$ cat config.mk
export PLATFORM = sky130hd
export DESIGN_NAME = i3c_ctrl_top
export DESIGN_NICKNAME = d
export VERILOG_FILES = /design/src/verilog/i3c_pkg.sv /design/src/verilog/i3c_cmd_decoder.sv /design/src/verilog/i3c_dat_table.sv /design/src/verilog/i3c_frame_serializer.sv /design/src/verilog/i3c_ctrl_top.sv
export VERILOG_INCLUDE_DIRS = /design/src /design/src/verilog
export SDC_FILE = /design/constraint.sdc
export NUM_CORES = 1
export LEC_CHECK = 0
export ABC_AREA = 1
export BUFFER_PORTS_ARGS = -buffer_cell sky130_fd_sc_hd__buf_2
export CAP_MARGIN = 20
export CORE_ASPECT_RATIO = 0.7
export CORE_MARGIN = 3
export CORE_UTILIZATION = 45
export DETAILED_ROUTE_END_ITERATION = 8
export MAX_ROUTING_LAYER = met4
export PLACE_DENSITY_LB_ADDON = 0.3
export RECOVER_POWER = 50
export SETUP_SLACK_MARGIN = 0.3
export SLEW_MARGIN = 10
export SYNTH_ARGS = -nofsm -noshare
export SYNTH_HDL_FRONTEND = slang
export SYNTH_SLANG_ARGS = --single-unit
$ cat constraint.sdc
create_clock -name clk_i -period 3.3 [get_ports clk_i]
set_input_delay 0.165 -clock clk_i [delete_from_list [all_inputs] [get_ports clk_i]]
set_output_delay 0.165 -clock clk_i [all_outputs]
set_load 0.01 [all_outputs]
$ cat src/verilog/i3c_consts.svh
// DAT sizing and SCL timing macros for the I3C command path
`ifndef I3C_CONSTS_SVH
`define I3C_CONSTS_SVH

// Number of entries in the Device Address Table
`define I3C_DAT_DEPTH 32

// Index width that covers every DAT entry
`define I3C_DAT_IDX_W 5

// SCL half-period in core clock cycles
// Kept even so that SDA can move in the middle of the low phase
`define I3C_SCL_HALF 4

`endif

$ cat src/verilog/i3c_pkg.sv
// Command word views, command union and stage-to-stage structs
`include "i3c_consts.svh"
`default_nettype none

package i3c_pkg;

  // Command attribute in the low bits of every command word
  typedef enum logic [2:0] {
    I3C_ATTR_XFER   = 3'd0,
    I3C_ATTR_ASSIGN = 3'd1
  } i3c_cmd_attr_e;

  // Write transfer view
  typedef struct packed {
    logic [15:0]               rsvd;
    logic [7:0]                data;
    logic [`I3C_DAT_IDX_W-1:0] idx;
    i3c_cmd_attr_e             attr;
  } i3c_xfer_cmd_t;

  // Address assign view
  typedef struct packed {
    logic [16:0]               rsvd;
    logic [6:0]                dyn_addr;
    logic [`I3C_DAT_IDX_W-1:0] idx;
    i3c_cmd_attr_e             attr;
  } i3c_assign_cmd_t;

  // One command word, read through the view its attribute selects
  typedef union packed {
    i3c_xfer_cmd_t   xfer;
    i3c_assign_cmd_t assign_cmd;
  } i3c_cmd_u;

  // Stage 1 to stage 2
  typedef struct packed {
    logic                      write;
    logic [`I3C_DAT_IDX_W-1:0] idx;
    logic [6:0]                dyn_addr;
    logic [7:0]                data;
  } i3c_dat_req_t;

  // Stage 2 to stage 3
  typedef struct packed {
    logic [6:0] dyn_addr;
    logic [7:0] data;
  } i3c_frame_t;

endpackage

`default_nettype wire

$ cat src/verilog/i3c_cmd_decoder.sv
// Stage 1 command decoder, turns a host command word into a DAT request
`default_nettype none

module i3c_cmd_decoder import i3c_pkg::*; (
  input  logic         clk_i,
  input  logic         arst_n_i,
  input  i3c_cmd_u     cmd_i,
  input  logic         cmd_valid_i,
  input  logic         busy_i,
  output i3c_dat_req_t dat_req_o,
  output logic         dat_req_valid_o,
  output logic         cmd_err_o
);

  i3c_cmd_attr_e attr;
  i3c_dat_req_t  req_d;
  logic          accept;

  // Strobes seen while a command is in flight are dropped
  assign accept = cmd_valid_i && !busy_i;

  // Attribute sits at the same bits in both views
  assign attr = cmd_i.xfer.attr;

  always_comb begin
    req_d     = '0;
    // Index also shares its bits between the views
    req_d.idx = cmd_i.xfer.idx;
    case (attr)
      I3C_ATTR_ASSIGN: begin
        req_d.write    = 1'b1;
        req_d.dyn_addr = cmd_i.assign_cmd.dyn_addr;
      end
      default: begin
        // Address for a lookup comes from the table
        req_d.data = cmd_i.xfer.data;
      end
    endcase
  end

  always_ff @(posedge clk_i or negedge arst_n_i) begin
    if (!arst_n_i) begin
      dat_req_valid_o <= 1'b0;
      cmd_err_o       <= 1'b0;
    end else begin
      dat_req_valid_o <= 1'b0;
      cmd_err_o       <= 1'b0;
      if (accept) begin
        case (attr)
          I3C_ATTR_XFER, I3C_ATTR_ASSIGN: dat_req_valid_o <= 1'b1;
          default:                        cmd_err_o       <= 1'b1;
        endcase
      end
    end
  end

  always_ff @(posedge clk_i) begin
    if (accept) begin
      dat_req_o <= req_d;
    end
  end

endmodule

`default_nettype wire

$ cat src/verilog/i3c_dat_table.sv
// Stage 2 Device Address Table with write, lookup and invalid entry flag
`include "i3c_consts.svh"
`default_nettype none

module i3c_dat_table import i3c_pkg::*; (
  input  logic         clk_i,
  input  logic         arst_n_i,
  input  i3c_dat_req_t dat_req_i,
  input  logic         dat_req_valid_i,
  output i3c_frame_t   frame_o,
  output logic         frame_valid_o,
  output logic         dat_done_o,
  output logic         dat_err_o
);

  // One valid bit and one dynamic address per entry
  logic [`I3C_DAT_DEPTH-1:0] valid_q;
  logic [6:0]                addr_q [`I3C_DAT_DEPTH];

  logic do_write;
  logic do_lookup;
  logic hit;

  assign do_write  = dat_req_valid_i && dat_req_i.write;
  assign do_lookup = dat_req_valid_i && !dat_req_i.write;
  assign hit       = valid_q[dat_req_i.idx];

  always_ff @(posedge clk_i or negedge arst_n_i) begin
    if (!arst_n_i) begin
      valid_q       <= '0;
      frame_valid_o <= 1'b0;
      dat_done_o    <= 1'b0;
      dat_err_o     <= 1'b0;
    end else begin
      frame_valid_o <= do_lookup && hit;
      // Writes finish here, lookups only when the entry is missing
      dat_done_o    <= do_write || (do_lookup && !hit);
      dat_err_o     <= do_lookup && !hit;
      if (do_write) begin
        valid_q[dat_req_i.idx] <= 1'b1;
      end
    end
  end

  always_ff @(posedge clk_i) begin
    if (do_write) begin
      addr_q[dat_req_i.idx] <= dat_req_i.dyn_addr;
    end
  end

  // Frame payload for the serializer
  always_ff @(posedge clk_i) begin
    if (do_lookup) begin
      frame_o.dyn_addr <= addr_q[dat_req_i.idx];
      frame_o.data     <= dat_req_i.data;
    end
  end

endmodule

`default_nettype wire

$ cat src/verilog/i3c_frame_serializer.sv
// Stage 3 bus frame serializer with SCL generation, SDA shifting and drive mode select
`include "i3c_consts.svh"
`default_nettype none

module i3c_frame_serializer import i3c_pkg::*; (
  input  logic       clk_i,
  input  logic       arst_n_i,
  input  i3c_frame_t frame_i,
  input  logic       frame_valid_i,
  output logic       scl_o,
  output logic       sda_o,
  output logic       sel_od_pp_o,
  output logic       frame_done_o
);

  // Address, RnW, ACK slot, data byte and T-bit
  localparam int unsigned NumBits    = 18;
  localparam int unsigned FirstPpBit = 9;
  localparam int unsigned PhW        = $clog2(`I3C_SCL_HALF);
  localparam int unsigned MidPh      = `I3C_SCL_HALF / 2;

  typedef enum logic [1:0] {
    S_IDLE,
    S_START,
    S_BITS,
    S_STOP
  } state_e;

  state_e             state_q;
  logic [PhW-1:0]     ph_q;
  logic [4:0]         bit_q;
  logic [NumBits-1:0] sreg_q;
  logic               scl_q;
  logic               sda_q;
  logic               sel_q;
  logic               done_q;
  logic               half_end;
  logic               mid_low;
  logic               t_bit;
  logic               load;
  logic               shift;

  assign half_end = (ph_q == PhW'(`I3C_SCL_HALF - 1));
  // SDA moves only here, well away from both SCL edges
  assign mid_low  = !scl_q && (ph_q == PhW'(MidPh));

  // Odd parity over the data byte
  assign t_bit = ~^frame_i.data;

  assign load  = (state_q == S_IDLE) && frame_valid_i;
  assign shift = (state_q == S_BITS) && half_end && scl_q;

  always_ff @(posedge clk_i or negedge arst_n_i) begin
    if (!arst_n_i) begin
      state_q <= S_IDLE;
      ph_q    <= '0;
      bit_q   <= '0;
      scl_q   <= 1'b1;
      sda_q   <= 1'b1;
      sel_q   <= 1'b0;
      done_q  <= 1'b0;
    end else begin
      done_q <= 1'b0;
      if (state_q != S_IDLE) begin
        ph_q <= half_end ? '0 : ph_q + 1'b1;
      end
      case (state_q)
        S_IDLE: begin
          if (frame_valid_i) begin
            // START, SDA falls while SCL is still high
            sda_q   <= 1'b0;
            ph_q    <= '0;
            bit_q   <= '0;
            state_q <= S_START;
          end
        end
        S_START: begin
          if (half_end) begin
            scl_q   <= 1'b0;
            state_q <= S_BITS;
          end
        end
        S_BITS: begin
          if (mid_low) begin
            sda_q <= sreg_q[NumBits-1];
            // Push-pull from the first data bit on
            sel_q <= (bit_q >= 5'(FirstPpBit));
          end
          if (half_end) begin
            scl_q <= !scl_q;
            // Bit ends on the falling SCL edge
            if (scl_q) begin
              if (bit_q == 5'(NumBits - 1)) begin
                state_q <= S_STOP;
              end else begin
                bit_q <= bit_q + 1'b1;
              end
            end
          end
        end
        S_STOP: begin
          if (mid_low) begin
            sda_q <= 1'b0;
            sel_q <= 1'b0;
          end
          if (half_end) begin
            if (!scl_q) begin
              scl_q <= 1'b1;
            end else begin
              // STOP, SDA rises while SCL is high
              sda_q   <= 1'b1;
              done_q  <= 1'b1;
              state_q <= S_IDLE;
            end
          end
        end
        default: state_q <= S_IDLE;
      endcase
    end
  end

  always_ff @(posedge clk_i) begin
    if (load) begin
      sreg_q <= {frame_i.dyn_addr, 1'b0, 1'b1, frame_i.data, t_bit};
    end else if (shift) begin
      sreg_q <= {sreg_q[NumBits-2:0], 1'b0};
    end
  end

  assign scl_o        = scl_q;
  assign sda_o        = sda_q;
  assign sel_od_pp_o  = sel_q;
  assign frame_done_o = done_q;

endmodule

`default_nettype wire

$ cat src/verilog/i3c_ctrl_top.sv
// Top level of the I3C command path with busy tracking and status pulses
`default_nettype none

module i3c_ctrl_top import i3c_pkg::*; (
  input  logic     clk_i,
  input  logic     arst_n_i,
  input  i3c_cmd_u cmd_i,
  input  logic     cmd_valid_i,
  output logic     scl_o,
  output logic     sda_o,
  output logic     sel_od_pp_o,
  output logic     busy_o,
  output logic     done_o,
  output logic     err_o
);

  i3c_dat_req_t dat_req;
  logic         dat_req_valid;
  i3c_frame_t   frame;
  logic         frame_valid;
  logic         cmd_err;
  logic         dat_done;
  logic         dat_err;
  logic         frame_done;
  logic         busy_q;

  i3c_cmd_decoder u_cmd_decoder (
    .clk_i,
    .arst_n_i,
    .cmd_i,
    .cmd_valid_i,
    .busy_i          (busy_q),
    .dat_req_o       (dat_req),
    .dat_req_valid_o (dat_req_valid),
    .cmd_err_o       (cmd_err)
  );

  i3c_dat_table u_dat_table (
    .clk_i,
    .arst_n_i,
    .dat_req_i       (dat_req),
    .dat_req_valid_i (dat_req_valid),
    .frame_o         (frame),
    .frame_valid_o   (frame_valid),
    .dat_done_o      (dat_done),
    .dat_err_o       (dat_err)
  );

  i3c_frame_serializer u_frame_serializer (
    .clk_i,
    .arst_n_i,
    .frame_i       (frame),
    .frame_valid_i (frame_valid),
    .scl_o,
    .sda_o,
    .sel_od_pp_o,
    .frame_done_o  (frame_done)
  );

  // Only one of the three stages can finish a given command
  assign done_o = cmd_err || dat_done || frame_done;
  assign err_o  = cmd_err || dat_err;

  // Set on an accepted strobe, clear on completion
  always_ff @(posedge clk_i or negedge arst_n_i) begin
    if (!arst_n_i) begin
      busy_q <= 1'b0;
    end else if (done_o) begin
      busy_q <= 1'b0;
    end else if (cmd_valid_i) begin
      busy_q <= 1'b1;
    end
  end

  assign busy_o = busy_q;

endmodule

`default_nettype wire

==> run summary <==
outcome - finished, violations left
failing checks - max-capacitance violations, max-slew violations
yosys warns - 0
Reg-to-Reg Start - u_frame_serializer.state_q[0]
Worst Hold Class - in2reg
post_cts resized - 0
Final ANT Viol Nets - 0
Slowest Stage Delay on Critical Path - 520 ps
power share of the sequential group - 52.1%
multiplexer share of the synthesized area - 0%
final setup vio count - 0
unrepaired setup endpoints after global routing - false
fin crit share - 76.8%
diode count - 0
CP Buf/Inv Count - 3
Routed met1 length - 14.2 mm
Yosys reg bits - 329
leading area contributor after synthesis - edfxtp_1
Remaining DRCs - 0
Hold Path Depth - 3
Worst path slowest cell - nand2_1
met2 routed WL - 12.3 mm
required time worst endpoint - 3490 ps
post-synthesis cell type count - 35
top_reg_cell synth - edfxtp_1
XOR/XNOR Fraction of Synth Area - 0.538%
Most common cell on crit path - inv_1
Crit. End Element - flop
final net count - 1144
net load switching power - 2.26 mW
Final min period - 2540 ps
Hold EP - u_cmd_decoder.dat_req_o[14]
H-tree depth - 1
Pint - 6.99 mW
fraction of the mapped netlist area in compound gates - 7.15%
crit-path cells - inv_1 > ha_1 > inv_1 > nor2_1 > inv_1 > nand2_1
Clk pwr share - 36.8%
Placed Area - 0.0137 mm^2
Max Slew Vio Count - 166
vias in the first global route - 7771
metal3 WL - 2.37 mm
share of cells above drive strength 1 - 11.4%
Max Cap Viol - 5
total gr overflow - 0
Post-Synth Simple-Gate Area - 14.7%
total number of vias - 8004
setup TNS - 0 ps
FF+latch area - 0.00961 mm^2
Synth-to-Final Area Change - 13.9%
Sink Count - 329
# rows - 51
Post-Synth Adder-Cell Area - 0.768%
Clock Latency Late Sink - 560 ps
hold path start - cmd_i[0]
Max Fanout on Critical Path - 16
Die ar. - 0.0311 mm^2
first-pass GRT wire length - 45.3 mm
Port-buffer cells - 24
worst slew pin tran - 1900 ps
Clock Path Buffers - 3
switching share of power - 24.5%
clk slew on worst S/H paths - 60 ps
Wirelength per Cell - 19.7 um
Slew Limit Headroom - -26.9%
Multi-input gate area - 0.00303 mm^2
initial core utilization - 46.3%
CP arrival - 2730 ps
total power draw - 9.26 mW
Root Buffer - clkbuf_16
TritonRoute pass-1 iters - 5
final wirelength - 29.4 mm
Final HPWL DP - 18.2 mm
crit-path leading delay family - simple AND/OR/NAND/NOR gates
Num CTS Buffers - 30
die width - 209 um
Layout fillers - 2363
initial DRC count - 735
GRT Resource Usage Total - 19.6%
largest net degree at the start of global routing - 57
Combinational Power Share - 11.1%
sequential area share after synthesis - 73.7%
Syn Inst Count - 1023
cell with the most instances after synthesis - nand2_1
R2R Setup Slk - 760 ps
average instance area after synthesis - 12.7 um^2
largest family of logic cells by synthesized area - simple AND/OR/NAND/NOR gates
Final Skew - 11.1 ps
Post-synth top cells - nand2_1, edfxtp_1, a22oi_1
Final Hold Fails - 0
maximum VDD drop - 0.000555 V
Die Ht - 148 um
Synth top area share - 63.6%
Startpoint Class - flop
Finished Core Util - 52.8%
Peak Freq - 394 MHz
Post-synth EDFFs - 276
core area - 0.0281 mm^2
Reg2Reg Depth - 6
GPL Wtd Cong - 0.850
Via density - 5.35
WS Path Type - reg2reg
cell area after layout - 0.0148 mm^2
top cells by area, synth - edfxtp_1, dfrtp_1, nand2_1
Pwr per Cell Area - 624 mW/mm^2
Synth async-reset ratio - 15.5%
Post-Synthesis Cell Area - 0.0130 mm^2
initial antenna violation count - 0
Critical R2R Capture - u_frame_serializer.sreg_q[14]
P_leak - 5.72 nW
# IOs - 41
Post-Synthesis Net Count - 1066
CTS tree - yes
top layer in use - met4
## worst max-delay path by stage
stage	cells past startpoint	startpoint	slack, ps	endpoint
floorplan	7	u_frame_serializer.state_q[0]	1280	u_frame_serializer.sreg_q[0]
global placement	4	u_cmd_decoder.dat_req_o[15]	820	u_dat_table.addr_q[12][3]
detailed placement	4	u_cmd_decoder.dat_req_o[15]	780	u_dat_table.addr_q[2][5]
CTS	4	u_cmd_decoder.dat_req_o[15]	780	u_dat_table.addr_q[2][4]
global route	3	arst_n_i	430	u_frame_serializer.ph_q[0]
finish	6	u_frame_serializer.state_q[0]	760	u_frame_serializer.sreg_q[14]
## metal layers
metal	vias up	global-route usage, %
li1	3761	-
met4	0	3.25
met1	3954	30.2
met5	-	-
met2	242	27.0
met3	47	4.79
## layout make-up
class                      instances  share of cell area [%]
clock buffer                      44                    5.82
tap                              371                    3.13
timing repair buffer              83                    3.90
inverter                          52                    1.31
clock inverter                    11                   0.691
multi-input combinational        605                    20.4
sequential                       329                    64.7
## layout by cell type, fill, tap and decap left out, types with 2 or more instances in the layout
cell	instances
o21ai_0	22
nor2_4	3
clkbuf_16	31
or2_2	17
a22oi_1	99
ha_1	8
nor3_2	7
clkinv_2	4
bufinv_16	2
nand3_1	23
xnor2_1	5
buf_2	18
a21oi_1	6
edfxtp_1	276
clkinv_1	6
nor3_1	3
dfstp_1	2
clkbuf_1	24
or2_1	12
nor3_4	2
o31ai_1	2
buf_4	31
clkbuf_8	4
inv_1	44
dlygate4sd3_1	18
nand4_1	8
nor2_1	78
inv_2	6
dfrtp_1	49
xor2_1	3
dfxtp_1	2
nand2_1	299
## cell families after synthesis
| kind of cell | count (synthesis) |
|---|---|
| AOI/OAI and AO/OA | 134 |
| DFF | 329 |
| and+or+nand+nor | 455 |
| xor gates and xnor gates | 8 |
| buffers and inverters | 89 |
| adders and majority gates | 8 |
## state kept, by name, indices dropped and copies added (netlist names)
| signal | flops |
|---|---|
| u_frame_serializer.state_q | 2 |
| u_frame_serializer.scl_o | 1 |
| u_frame_serializer.sda_o | 1 |
| u_dat_table.addr_q | 224 |
| u_frame_serializer.sreg_q | 18 |
| u_dat_table.dat_err_o | 1 |
| u_dat_table.frame_o | 15 |
| u_cmd_decoder.dat_req_o | 21 |
| u_frame_serializer.sel_od_pp_o | 1 |
| u_frame_serializer.ph_q | 2 |
| u_cmd_decoder.cmd_err_o | 1 |
| u_dat_table.frame_valid_o | 1 |
| busy_o | 1 |
| u_dat_table.dat_done_o | 1 |
| u_dat_table.valid_q | 32 |
| u_frame_serializer.bit_q | 5 |
| u_frame_serializer.frame_done_o | 1 |
| u_cmd_decoder.dat_req_valid_o | 1 |
## worst register-to-register path, cell delays in order (launching register included)
cell	delay, ps
dfrtp_1	400
inv_1	100
ha_1	340
inv_1	230
nor2_1	400
inv_1	190
nand2_1	520
## what timing repair did
item                      in CTS  in global routing
hold endpoints to repair      55                  0
hold buffers                  18                  0
setup buffers                  0                  0
## power by group through the flow
stage          Clock, mW  Combinational (mW)  Sequential [mW]
6_report            3.41                1.03             4.82
5_1_grt             3.66                1.15             4.84
4_1_cts             3.48                1.02             4.84
3_5_place_dp           0               0.992             4.93
3_3_place_gp           0               0.968             4.92
2_1_floorplan          0               0.669             4.90
## stage by stage
step                instances  setup WS [ps]  hold slack, ps
finish                   1495            764             104
global route             1495            425             115
CTS                      1492            783            61.0
detailed placement       1419            782             299
global placement         1419            816             299
floorplan                1023           1280            -131
Note: power is estimated with default switching activity, not from simulation.
